`config.mk`:
```
export PLATFORM = sky130hd
export DESIGN_NAME = copy_unit
export DESIGN_NICKNAME = d
export VERILOG_FILES = /design/src/source/copy_job_pkg.sv /design/src/source/ll_frame_pkg.sv /design/src/source/copy_unit.sv /design/src/source/rx_frame_builder.sv /design/src/source/tx_frame_parser.sv /design/src/source/payload_crc.sv /design/src/source/sync_fifo.sv
export VERILOG_INCLUDE_DIRS = /design/src /design/src/source
export SDC_FILE = /design/constraint.sdc
export NUM_CORES = 1
export LEC_CHECK = 0
export BUFFER_PORTS_ARGS = -buffer_cell sky130_fd_sc_hd__buf_2
export CORE_MARGIN = 3
export CORE_UTILIZATION = 25
export DETAILED_ROUTE_END_ITERATION = 12
export GPL_TIMING_DRIVEN = 1
export SYNTH_ARGS = -nofsm -noshare
export SYNTH_HDL_FRONTEND = slang
export SYNTH_SLANG_ARGS = --single-unit
```
`constraint.sdc`:
```
create_clock -name clk -period 4.15 [get_ports clk]
set_input_delay 0.415 -clock clk [delete_from_list [all_inputs] [get_ports clk]]
set_output_delay 0.415 -clock clk [all_outputs]
set_load 0.02 [all_outputs]
```
`src/source/copy_params.svh`:
```
`ifndef COPY_PARAMS_SVH
`define COPY_PARAMS_SVH

// Frame beat widths
`define DATA_W 32
`define REM_W 4

// Input header layout
`define HDR_WORDS 8
`define HDR_FLAGS_WORD 4
`define HDR_LEN_WORD 5
`define HDR_TASK_WORD 6
`define TASK_W 10

`define STATUS_WORDS 4

`define BEAT_FIFO_DEPTH 16
`define JOB_FIFO_DEPTH 4

// CRC-32, MSB first, no final xor
`define CRC_POLY 32'h04C1_1DB7
`define CRC_INIT 32'hFFFF_FFFF

`endif
```
`src/source/copy_job_pkg.sv`:
```
`include "copy_params.svh"

package copy_job_pkg;

   // Bits 31:29 of header word 4
   typedef struct packed {
      logic compress;
      logic decompress;
      logic copy;
   } op_flags_t;

   typedef struct packed {
      op_flags_t          flags;
      logic [`DATA_W-4:0] rsvd;
   } hdr_flags_word_t;

   typedef struct packed {
      logic [`DATA_W-`TASK_W-1:0] rsvd;
      logic [`TASK_W-1:0]         task_idx;
   } hdr_task_word_t;

   // Per-frame descriptor, 109 bits
   typedef struct packed {
      op_flags_t          flags;
      logic [`DATA_W-1:0] len_field;
      logic [`TASK_W-1:0] task_idx;
      logic [`DATA_W-1:0] byte_cnt;
      logic [`DATA_W-1:0] crc;
   } copy_job_t;

   // Completion word 1
   typedef struct packed {
      op_flags_t   flags;
      logic        len_err;
      logic [16:0] rsvd;
      logic        crc_valid;
      logic [9:0]  crc_lo;
   } status1_t;

   // Completion word 3
   typedef struct packed {
      logic [`DATA_W-`TASK_W-1:0] crc_hi;
      logic [`TASK_W-1:0]         task_idx;
   } status3_t;

endpackage

```
`src/source/ll_frame_pkg.sv`:
```
`include "copy_params.svh"

package ll_frame_pkg;

   // One LocalLink beat, 40 bits
   typedef struct packed {
      logic [`DATA_W-1:0] data;
      logic [`REM_W-1:0]  rem;
      logic               sof;
      logic               eof;
      logic               sop;
      logic               eop;
   } ll_beat_t;

   // All four bytes valid
   localparam logic [`REM_W-1:0] REM_FULL = 4'b0000;

   // Valid bytes are the high bytes of the word
   function automatic logic [2:0] rem_bytes(input logic [`REM_W-1:0] rem);
      case (rem)
         4'b0001: return 3'd3;
         4'b0011: return 3'd2;
         4'b0111: return 3'd1;
         default: return 3'd4;
      endcase
   endfunction

endpackage

```
`src/source/copy_unit.sv`:
```
`timescale 1ns/100ps
`include "copy_params.svh"

module copy_unit
   import ll_frame_pkg::*;
   import copy_job_pkg::*;
(
   input  logic     clk,
   input  logic     rst_n,
   input  ll_beat_t in_beat_i,
   input  logic     in_valid_i,
   output logic     in_ready_o,
   output ll_beat_t out_beat_o,
   output logic     out_valid_o,
   input  logic     out_ready_i
);
   logic               beat_push;
   ll_beat_t           beat_wdata;
   logic               beat_full;
   logic               beat_pop;
   ll_beat_t           beat_rdata;
   logic               beat_empty;
   logic               job_push;
   copy_job_t          job_wdata;
   logic               job_full;
   logic               job_pop;
   copy_job_t          job_rdata;
   logic               job_empty;
   logic               crc_clear;
   logic               crc_enable;
   logic [`DATA_W-1:0] crc_val;

   tx_frame_parser u_parser (
      .clk          (clk),
      .rst_n        (rst_n),
      .in_beat_i    (in_beat_i),
      .in_valid_i   (in_valid_i),
      .in_ready_o   (in_ready_o),
      .beat_push_o  (beat_push),
      .beat_data_o  (beat_wdata),
      .beat_full_i  (beat_full),
      .job_push_o   (job_push),
      .job_data_o   (job_wdata),
      .job_full_i   (job_full),
      .crc_clear_o  (crc_clear),
      .crc_enable_o (crc_enable),
      .crc_i        (crc_val)
   );

   // Only the last payload word is partial
   payload_crc u_crc (
      .clk      (clk),
      .rst_n    (rst_n),
      .clear_i  (crc_clear),
      .enable_i (crc_enable),
      .word_i   (beat_wdata.data),
      .rem_i    (beat_wdata.eop ? beat_wdata.rem : REM_FULL),
      .crc_o    (crc_val)
   );

   sync_fifo #(
      .item_t (ll_beat_t),
      .DEPTH  (`BEAT_FIFO_DEPTH)
   ) u_beat_fifo (
      .clk         (clk),
      .rst_n       (rst_n),
      .push_i      (beat_push),
      .push_data_i (beat_wdata),
      .full_o      (beat_full),
      .pop_i       (beat_pop),
      .pop_data_o  (beat_rdata),
      .empty_o     (beat_empty)
   );

   sync_fifo #(
      .item_t (copy_job_t),
      .DEPTH  (`JOB_FIFO_DEPTH)
   ) u_job_fifo (
      .clk         (clk),
      .rst_n       (rst_n),
      .push_i      (job_push),
      .push_data_i (job_wdata),
      .full_o      (job_full),
      .pop_i       (job_pop),
      .pop_data_o  (job_rdata),
      .empty_o     (job_empty)
   );

   rx_frame_builder u_builder (
      .clk          (clk),
      .rst_n        (rst_n),
      .beat_pop_o   (beat_pop),
      .beat_data_i  (beat_rdata),
      .beat_empty_i (beat_empty),
      .job_pop_o    (job_pop),
      .job_data_i   (job_rdata),
      .job_empty_i  (job_empty),
      .out_beat_o   (out_beat_o),
      .out_valid_o  (out_valid_o),
      .out_ready_i  (out_ready_i)
   );

endmodule

```
`src/source/rx_frame_builder.sv`:
```
`timescale 1ns/100ps
`include "copy_params.svh"

module rx_frame_builder
   import ll_frame_pkg::*;
   import copy_job_pkg::*;
(
   input  logic      clk,
   input  logic      rst_n,
   output logic      beat_pop_o,
   input  ll_beat_t  beat_data_i,
   input  logic      beat_empty_i,
   output logic      job_pop_o,
   input  copy_job_t job_data_i,
   input  logic      job_empty_i,
   output ll_beat_t  out_beat_o,
   output logic      out_valid_o,
   input  logic      out_ready_i
);
   localparam int ST_IDX_W = $clog2(`STATUS_WORDS);

   typedef enum logic {
      PH_PAYLOAD,
      PH_STATUS
   } phase_t;

   phase_t              phase;
   logic [ST_IDX_W-1:0] st_idx;
   ll_beat_t            out_q;
   logic                out_valid_q;
   logic                load_en;
   logic                status_load;
   logic                st_last;
   status1_t            status1;
   status3_t            status3;
   logic [`DATA_W-1:0]  status_word;

   // Output register is free or drains this cycle
   assign load_en     = !out_valid_q || out_ready_i;
   assign beat_pop_o  = load_en && (phase == PH_PAYLOAD) && !beat_empty_i;
   assign status_load = load_en && (phase == PH_STATUS) && !job_empty_i;
   assign st_last     = (st_idx == ST_IDX_W'(`STATUS_WORDS - 1));
   assign job_pop_o   = status_load && st_last;

   always_comb begin
      status1           = '0;
      status1.flags     = job_data_i.flags;
      status1.len_err   = (job_data_i.byte_cnt != job_data_i.len_field);
      status1.crc_valid = 1'b1;
      status1.crc_lo    = job_data_i.crc[9:0];
      status3.crc_hi    = job_data_i.crc[`DATA_W-1:`TASK_W];
      status3.task_idx  = job_data_i.task_idx;
   end

   always_comb begin
      case (st_idx)
         2'd0:    status_word = status1;
         2'd1:    status_word = job_data_i.byte_cnt;
         2'd2:    status_word = status3;
         default: status_word = job_data_i.crc;
      endcase
   end

   always_ff @(posedge clk) begin
      if (!rst_n) begin
         phase       <= PH_PAYLOAD;
         st_idx      <= '0;
         out_valid_q <= 1'b0;
      end else if (load_en) begin
         out_valid_q <= beat_pop_o || status_load;
         if (beat_pop_o && beat_data_i.eop) begin
            phase <= PH_STATUS;
         end
         if (status_load) begin
            if (st_last) begin
               st_idx <= '0;
               phase  <= PH_PAYLOAD;
            end else begin
               st_idx <= st_idx + 1'b1;
            end
         end
      end
   end

   always_ff @(posedge clk) begin
      if (beat_pop_o) begin
         out_q     <= beat_data_i;
         // First payload beat also opens the frame
         out_q.sof <= beat_data_i.sop;
      end else if (status_load) begin
         out_q.data <= status_word;
         out_q.rem  <= REM_FULL;
         out_q.sof  <= 1'b0;
         out_q.eof  <= st_last;
         out_q.sop  <= 1'b0;
         out_q.eop  <= 1'b0;
      end
   end

   assign out_beat_o  = out_q;
   assign out_valid_o = out_valid_q;

endmodule

```
`src/source/tx_frame_parser.sv`:
```
`timescale 1ns/100ps
`include "copy_params.svh"

module tx_frame_parser
   import ll_frame_pkg::*;
   import copy_job_pkg::*;
(
   input  logic               clk,
   input  logic               rst_n,
   input  ll_beat_t           in_beat_i,
   input  logic               in_valid_i,
   output logic               in_ready_o,
   output logic               beat_push_o,
   output ll_beat_t           beat_data_o,
   input  logic               beat_full_i,
   output logic               job_push_o,
   output copy_job_t          job_data_o,
   input  logic               job_full_i,
   output logic               crc_clear_o,
   output logic               crc_enable_o,
   input  logic [`DATA_W-1:0] crc_i
);
   localparam int HDR_CNT_W = $clog2(`HDR_WORDS);

   typedef enum logic [1:0] {
      ST_HDR,
      ST_PAYLOAD,
      ST_DESC
   } state_t;

   state_t                 state;
   logic [HDR_CNT_W-1:0]   hdr_cnt;
   op_flags_t              flags_q;
   logic [`DATA_W-1:0]     len_q;
   logic [`TASK_W-1:0]     task_q;
   logic [`DATA_W-1:0]     byte_cnt;
   logic                   in_fire;
   hdr_flags_word_t        flags_word;
   hdr_task_word_t         task_word;

   assign flags_word = hdr_flags_word_t'(in_beat_i.data);
   assign task_word  = hdr_task_word_t'(in_beat_i.data);

   always_comb begin
      case (state)
         ST_HDR:     in_ready_o = 1'b1;
         ST_PAYLOAD: in_ready_o = !beat_full_i;
         default:    in_ready_o = 1'b0;
      endcase
   end

   assign in_fire      = in_valid_i && in_ready_o;
   assign beat_push_o  = in_fire && (state == ST_PAYLOAD);
   assign crc_clear_o  = (state == ST_HDR);
   assign crc_enable_o = beat_push_o;
   assign job_push_o   = (state == ST_DESC);

   // Frame flags are regenerated on the output side
   always_comb begin
      beat_data_o     = in_beat_i;
      beat_data_o.sof = 1'b0;
      beat_data_o.eof = 1'b0;
   end

   always_comb begin
      job_data_o.flags     = flags_q;
      job_data_o.len_field = len_q;
      job_data_o.task_idx  = task_q;
      job_data_o.byte_cnt  = byte_cnt;
      job_data_o.crc       = crc_i;
   end

   always_ff @(posedge clk) begin
      if (!rst_n) begin
         state   <= ST_HDR;
         hdr_cnt <= '0;
      end else begin
         case (state)
            ST_HDR: begin
               if (in_fire) begin
                  if (hdr_cnt == HDR_CNT_W'(`HDR_WORDS - 1)) begin
                     hdr_cnt <= '0;
                     state   <= ST_PAYLOAD;
                  end else begin
                     hdr_cnt <= hdr_cnt + 1'b1;
                  end
               end
            end
            ST_PAYLOAD: begin
               if (in_fire && in_beat_i.eop) begin
                  state <= ST_DESC;
               end
            end
            default: begin
               // Descriptor goes out once the job FIFO has room
               if (!job_full_i) begin
                  state <= ST_HDR;
               end
            end
         endcase
      end
   end

   always_ff @(posedge clk) begin
      if (state == ST_HDR) begin
         byte_cnt <= '0;
         if (in_fire) begin
            case (hdr_cnt)
               HDR_CNT_W'(`HDR_FLAGS_WORD): flags_q <= flags_word.flags;
               HDR_CNT_W'(`HDR_LEN_WORD):   len_q   <= in_beat_i.data;
               HDR_CNT_W'(`HDR_TASK_WORD):  task_q  <= task_word.task_idx;
               default: ;
            endcase
         end
      end else if (beat_push_o) begin
         byte_cnt <= byte_cnt + (in_beat_i.eop ? `DATA_W'(rem_bytes(in_beat_i.rem))
                                               : `DATA_W'(4));
      end
   end

endmodule

```
`src/source/payload_crc.sv`:
```
`timescale 1ns/100ps
`include "copy_params.svh"

module payload_crc
   import ll_frame_pkg::*;
(
   input  logic               clk,
   input  logic               rst_n,
   input  logic               clear_i,
   input  logic               enable_i,
   input  logic [`DATA_W-1:0] word_i,
   input  logic [`REM_W-1:0]  rem_i,
   output logic [`DATA_W-1:0] crc_o
);
   logic [`DATA_W-1:0] crc_q;
   logic [`DATA_W-1:0] masked;

   // One bit per step, word MSB first
   function automatic logic [31:0] crc_step(input logic [31:0] crc, input logic [31:0] data);
      logic [31:0] c;
      c = crc;
      for (int i = 31; i >= 0; i--) begin
         if (c[31] ^ data[i]) begin
            c = (c << 1) ^ `CRC_POLY;
         end else begin
            c = c << 1;
         end
      end
      return c;
   endfunction

   // Drop the low bytes the rem does not cover
   always_comb begin
      masked = '0;
      for (int b = 0; b < `DATA_W/8; b++) begin
         if (b < int'(rem_bytes(rem_i))) begin
            masked[`DATA_W-1-8*b -: 8] = word_i[`DATA_W-1-8*b -: 8];
         end
      end
   end

   always_ff @(posedge clk) begin
      if (!rst_n || clear_i) begin
         crc_q <= `CRC_INIT;
      end else if (enable_i) begin
         crc_q <= crc_step(crc_q, masked);
      end
   end

   assign crc_o = crc_q;

endmodule

```
`src/source/sync_fifo.sv`:
```
`timescale 1ns/100ps

module sync_fifo #(
   parameter type item_t = logic [7:0],
   parameter int  DEPTH  = 4
) (
   input  logic  clk,
   input  logic  rst_n,
   input  logic  push_i,
   input  item_t push_data_i,
   output logic  full_o,
   input  logic  pop_i,
   output item_t pop_data_o,
   output logic  empty_o
);
   localparam int PTR_W = $clog2(DEPTH);

   item_t            mem [DEPTH];
   logic [PTR_W-1:0] wr_ptr;
   logic [PTR_W-1:0] rd_ptr;
   logic [PTR_W:0]   count;
   logic             do_push;
   logic             do_pop;

   assign full_o     = (count == (PTR_W+1)'(DEPTH));
   assign empty_o    = (count == '0);
   assign do_push    = push_i && !full_o;
   assign do_pop     = pop_i && !empty_o;
   assign pop_data_o = mem[rd_ptr];

   always_ff @(posedge clk) begin
      if (do_push) begin
         mem[wr_ptr] <= push_data_i;
      end
   end

   always_ff @(posedge clk) begin
      if (!rst_n) begin
         wr_ptr <= '0;
         rd_ptr <= '0;
         count  <= '0;
      end else begin
         if (do_push) begin
            wr_ptr <= (wr_ptr == PTR_W'(DEPTH - 1)) ? '0 : wr_ptr + 1'b1;
         end
         if (do_pop) begin
            rd_ptr <= (rd_ptr == PTR_W'(DEPTH - 1)) ? '0 : rd_ptr + 1'b1;
         end
         count <= count + (PTR_W+1)'(do_push) - (PTR_W+1)'(do_pop);
      end
   end

endmodule

```
Yosys cells after proc, flatten, opt, wreduce, memory -nomap -nowiden

Memory sizes are Yosys's and may differ from the RTL's. A register that Yosys moved wholly into a read port is not among the register bits.
Index checks and enable logic that the tools add are counted.
Widths: inputs -> output; s select.

Register bits after elaboration: 178
Memory bits (writable): 1044
Input bits: 44
Output and inout port bits: 42
Memories: 2

$add $sub $neg: 11
Magnitude comparators: 4
Eq/ne operators: 26
Multiplexer cells: 130
Bitwise gates (word level): 65
Reduce and logical (&&, ||, !) cells: 33

Memory list:

| memory          | depth | bits a word | read ports | clocked after memory_dff | write ports | line            | text |
|---|---|---|---|---|---|---|---|
| u_beat_fifo.mem | 16    | 38          | 1          | 1                        | 1           | sync_fifo.sv:18 | `item_t mem [DEPTH];` |
| u_job_fifo.mem  | 4     | 109         | 1          | 1                        | 1           | sync_fifo.sv:18 |  |

Operators with widths:

| operator            | count |
|---|---|
| $mux 32             | 62 |
| $mux 27             | 32 |
| $not 14->14         | 32 |
| $pmux 32 s3         | 1 |
| $mux 40             | 2 |
| $add 32x32->32      | 1 |
| $mux 8              | 4 |
| $ne 32x32->1        | 1 |
| $xor 1x1->1         | 32 |
| $mux 4              | 5 |
| $mux 2              | 9 |
| $pmux 3 s3          | 2 |
| $eq 3x3->1 const B  | 5 |
| $logic_and 1x1->1   | 13 |
| $mux 3              | 4 |
| $eq 2x2->1 const B  | 5 |
| $reduce_and 3->1    | 3 |
| $add 4x1->4 const B | 2 |
| $eq 4x1->1 const B  | 2 |
| $eq 4x2->1 const B  | 2 |
| $eq 4x3->1 const B  | 2 |
| $eq 4x4->1 const B  | 2 |
| $mux 1              | 7 |
| $add 2x1->2 const B | 3 |
| 22 further kinds    | 36 |

Logic depth before layout (Yosys ltp)

Depth after elaboration: 131
Mapped depth: 17
Mapped depth without buffers: 15

By module

From an unflattened synthesis, not the netlist that was laid out.

Cell total of the unflattened synthesis: 2722
Area total of the unflattened synthesis: 52422.8 um^2

By module, submodules not included:

| module                   | instances | cells an instance | area each (um^2) |
|---|---|---|---|
| sync_fifo at u_beat_fifo | 1         | 1092              | 25165.4 |
| sync_fifo at u_job_fifo  | 1         | 621               | 16156.7 |
| payload_crc              | 1         | 409               | 4685.7 |
| tx_frame_parser          | 1         | 345               | 3848.7 |
| rx_frame_builder         | 1         | 251               | 2541.2 |
| copy_unit                | 1         | 4                 | 25.0 |

Worst setup path before layout

Ideal clock, no wire load.

Path kind: flip-flop to flip-flop
Start: register u_parser.state[0]
End: memory u_job_fifo.mem[1][0] (netlist bit) (enable)
Setup time: 0.480 ns
Data arrival time: 3.504 ns
Data required time: 3.670 ns
Setup slack: 0.165 ns
Stages on the path, launching flop included: 5
Path buffers: 1
Path through: dfxtp_1 -> clkbuf_1 -> nand2b_1 -> a21oi_1 -> and2_1

Cells in the longest elaborated chain, start to end: 4

RTL lines:

| what                         | line                  | text |
|---|---|---|
| from (decl)                  | tx_frame_parser.sv:31 | `state_t state;` |
| from (signal assigned)       | tx_frame_parser.sv:75 | `state <= ST_HDR;` |
| from (signal assigned)       | tx_frame_parser.sv:83 | `state <= ST_PAYLOAD;` |
| from (signal assigned)       | tx_frame_parser.sv:91 | `state <= ST_DESC;` |
| $eq 2x2->1                   | tx_frame_parser.sv:56 | `assign job_push_o = (state == ST_DESC);` |
| $logic_and 1x1->1            | sync_fifo.sv:27       | `assign do_push = push_i && !full_o;` |
| named net u_job_fifo.do_push | sync_fifo.sv:22       | `logic do_push;` |
| $mux 1                       | sync_fifo.sv:32       | `if (do_push) begin` |
| $mux 1 (implied by the code) | sync_fifo.sv:33       | `mem[wr_ptr] <= push_data_i;` |
| to (decl)                    | sync_fifo.sv:18       |  |

The timed path passes the listed nets, and every way through them passes these cells.

Worst setup path after layout

Start: register u_crc.crc_q[26], in the netlist u_crc.crc_o[26]
End: register u_crc.crc_q[13], in the netlist u_crc.crc_o[13]

Cells in the longest elaborated chain, start to end: 94

RTL lines:

| what                                                        | line                                 | text |
|---|---|---|
| from (decl)                                                 | payload_crc.sv:15                    | `` logic [`DATA_W-1:0] crc_q; `` |
| from (signal assigned)                                      | payload_crc.sv:44                    | `` crc_q <= `CRC_INIT; `` |
| from (signal assigned)                                      | payload_crc.sv:46                    | `crc_q <= crc_step(crc_q, masked);` |
| $mux 32 (*)                                                 | payload_crc.sv:45                    | `end else if (enable_i) begin` |
| $mux 32 (*)                                                 | payload_crc.sv:43                    | `if (!rst_n \|\| clear_i) begin` |
| $mux 32 (*)                                                 | payload_crc.sv:45                    |  |
| $mux 32 (*)                                                 | payload_crc.sv:43                    |  |
| $mux 32 (*)                                                 | payload_crc.sv:45                    |  |
| $mux 32 (*)                                                 | payload_crc.sv:43                    |  |
| $mux 32 (*)                                                 | payload_crc.sv:45                    |  |
| $mux 32 (*)                                                 | payload_crc.sv:43                    |  |
| (+78 left out)                                              | --                                   |  |
| $mux 27 / $mux 32 (equally long branches)                   | payload_crc.sv:23, payload_crc.sv:43 |  |
| $mux 32 (*)                                                 | payload_crc.sv:45                    |  |
| $mux 32 (*)                                                 | payload_crc.sv:43                    |  |
| $not 14->14 (no line) / $xor 1x1->1 (equally long branches) | --                                   |  |
| $mux 27 (*)                                                 | payload_crc.sv:23                    | `if (c[31] ^ data[i]) begin` |
| $mux 32 (*)                                                 | payload_crc.sv:45                    |  |
| $mux 32 (*)                                                 | payload_crc.sv:43                    |  |
| $mux 27 (*)                                                 | payload_crc.sv:23                    |  |

Every way passes the cells marked *; elsewhere a longest branch is shown, timed or not. The select of a mux whose other input is x is not followed.
A chain may end at the register's enable or synchronous reset.

==> results.yml <==
drt:
  wl_met3_um: 7143
  met2WireLength_um: 63500
  top_layer_used: "met5"
  drt_iter0_markers: 2396
  ant_nets: 0
  met1Wirelength_um: 54590
  drtPass1Iterations: 5
  avgViaCountPerCell: 4.461
  wl_per_cell_um: 23.24
  vias: 24680
  route.detailed.drc: 0
  drt-total-wl_um: 128600
logic_synthesis:
  synth_warnings: 0
  synth.largest_area_cell: "edfxtp_1"
  async_flop_share_pct: 0
  yosysTopAreaCellShare_pct: 67.99
  synth_area_leaders: "edfxtp_1, mux4_2, dfxtp_1, xnor2_1, xnor3_1"
  ys_ff_latch: 1227
  synth-edff-count: 1128
  synthFlopType: "edfxtp_1"
  synth.distinct_cells: 55
  synth.cell_area_sq_mm: 0.04982
  synth.avg_cell_area_sq_um: 20.12
  syn_inst: 2476
  synth_fp_nets: 2553
  yosysSeqAreaShare_pct: 71.97
clocking:
  cts_tree: "built"
  clock_sinks: 1227
  cts_buffers: 120
  cts-root-buf: "clkbuf_16"
  cts-htree-levels: 3
  insertion_delay_ps: 740
  clk_path_buf_depth: 3
  cts.clk_slew.worst_paths_ps: 60
final_layout:
  mostFrequentLayoutCells: "edfxtp_1, mux4_2, buf_4"
  ff_latch_area_sq_mm: 0.03588
  layout-drive-gt1-share_pct: 28.18
  fin_cells: 5532
  nNetsFinal: 2865
  postLayoutCoreUtil_pct: 29.91
  nFillCells: 19150
  area_growth_syn_to_layout_pct: 18.65
  final_common_cell: "edfxtp_1"
  multi_input_area_sq_mm: 0.01353
grt:
  grtUsageTotal_pct: 12.38
  grt_max_degree: 110
  antenna_found_initial: 10
  grt_pass1_wl_um: 184400
  grt-ovfl-total: 0
  first_global_vias: 25210
timing:
  finalHoldViolCount: 0
  setup_viol: 0
  finalClockSkew_ps: 57.47
  finalCritPeriodShare_pct: 94.87
  tns_ps: 0
  slew_violations: 0
  fmax_ghz: 0.2540
  slew_headroom_pct: 27.03
  whs_ps: 40.72
  worst-slew-pin-transition_ps: 1092
  timing.final.crit_period_ps: 3937
  rsz0062_at_grt: "false"
critical_path:
  critPathKind: "flip-flop to flip-flop"
  critical_path_required_ps: 4730
  cp_max_fo: 6
  arrival_ps: 4520
  critPathCaptureType: "flip-flop"
  r2r_setup_slack_ps: 210
  startpoint_type: "flip-flop"
placed_design:
  portBuffers: 83
  gp_congestion: 0.8623
  dp.cells: 5303
  hpwl_um: 83480
floorplanning:
  placementRows: 163
  die_h_um: 452.4
  core_region_area_sq_mm: 0.1976
  design.die.area_sq_mm: 0.2047
  start_util_pct: 25.21
  io_pins: 86
  die_w_um: 452.4
run_status:
  outcome: "completed"
power:
  p_per_area_mw_per_mm2: 672.0
  ir_drop_mv: 1.039
  total_power_mw: 39.72
  p_leak_nw: 18.90
flow_run:
  maxCapViolCount: 0
hold_path:
  min_path_type: "input pin to flip-flop"
kinds of logic (layout without fill, tap and decap cells):
family	Yosys count	count (layout)	synth area share (%)
AO/OA/AOI/OAI	147	147	1.956
XOR/XNOR	305	305	7.417
adder cells (fa/ha/maj)	33	33	0.8740
buffers and inverters	137	550	1.047
flip-flops	1227	1227	71.97
multiplexers	303	303	13.60
other	0	3	0
AND/OR/NAND/NOR	324	324	3.137
routing by layer:
| metal | GRT usage (%) | vias to the layer above |
|---|---|---|
| li1 | - | 10570 |
| met1 | 16.64 | 13190 |
| met2 | 20.78 | 741 |
| met3 | 1.802 | 165 |
| met4 | 3.623 | 4 |
| met5 | 0 | - |
stage by stage:
stage | setup WS, ps | instance area, sq um
finish | 212.9 | 59110
global route | 17.05 | 59100
CTS | 116.0 | 59080
detailed placement | -182.0 | 55180
global placement | -104.1 | 55180
floorplan | 165.2 | 49820
state kept, by name (all words and copies together) (netlist names), 2 cells and up, named ones only:
signal and cells:
u_job_fifo.rd_ptr 2, u_parser.job_data_o 3, u_builder.st_idx 2, u_beat_fifo.rd_ptr 4, u_job_fifo.wr_ptr 2, u_beat_fifo.wr_ptr 4
u_parser.state 2, u_parser.task_q 10, u_crc.crc_o 32, u_parser.len_q 32, u_job_fifo.count 3, u_builder.out_beat_o 39
u_beat_fifo.mem 608, u_parser.byte_cnt 32, u_parser.hdr_cnt 3, u_beat_fifo.count 5, u_job_fifo.mem 436
path summary, 6_finish.rpt:
check,to,startpoint,cells after the start
max reg2reg,u_crc.crc_o[13],u_crc.crc_o[26],11
min,u_beat_fifo.mem[0][31],in_beat_i[33],1
max,u_crc.crc_o[13],u_crc.crc_o[26],11
min reg2reg,u_job_fifo.mem[3][107],u_parser.job_data_o[107],0
area by class of cell:
type | count | share of cell area [%]
diodes | 3 | 0.01270
clock buffers | 154 | 5.349
clock inverters | 69 | 1.198
inverters | 31 | 0.1969
multi-input cells | 1112 | 22.88
flip-flops and latches | 1227 | 60.69
well taps | 2640 | 5.588
repair buffers | 296 | 4.077
cells in the mapped netlist (11+ instances only):
cell      count
xnor2_1     146
nor3_1       19
clkbuf_1     73
o21ai_0      24
edfxtp_1   1128
or3_1        11
buf_1        31
a21oi_1      28
dfxtp_1      99
nor2b_1      19
nor4_1       11
o211ai_1     20
ha_1         30
mux4_2      299
a31oi_1      14
and3_1       19
and2_1       31
xnor3_1      44
a221oi_1     18
inv_1        31
xor2_1       82
nand3_1      15
a22oi_1      15
nand2_1      86
nor2_1       91
worst max-delay path, stage by stage (launching register included):
cell and delay [ps]:
dfxtp_1 430, xor2_4 320, xnor3_1 510, xor2_1 360, xnor2_4 170, buf_4 220
xnor3_1 440, xor3_1 490, xnor3_1 420, xor2_1 180, xnor2_1 170, o211ai_1 90
power breakdown:
group          internal, mW  total, mW  switching [mW]
combinational          7.45       14.9            7.49
sequential             13.9       14.1           0.285
clock                  6.02       10.6            4.63
timing repair:
| item | CTS | global route |
|---|---|---|
| gates resized for setup | 0 | 4 |
| setup endpoints to repair | 0 | 16 |
| endpoints found under the hold margin | 7 | 0 |
| hold buffers | 3 | 0 |
| setup buffers | 0 | 0 |
No activity file was read; power rests on OpenSTA's default activity.
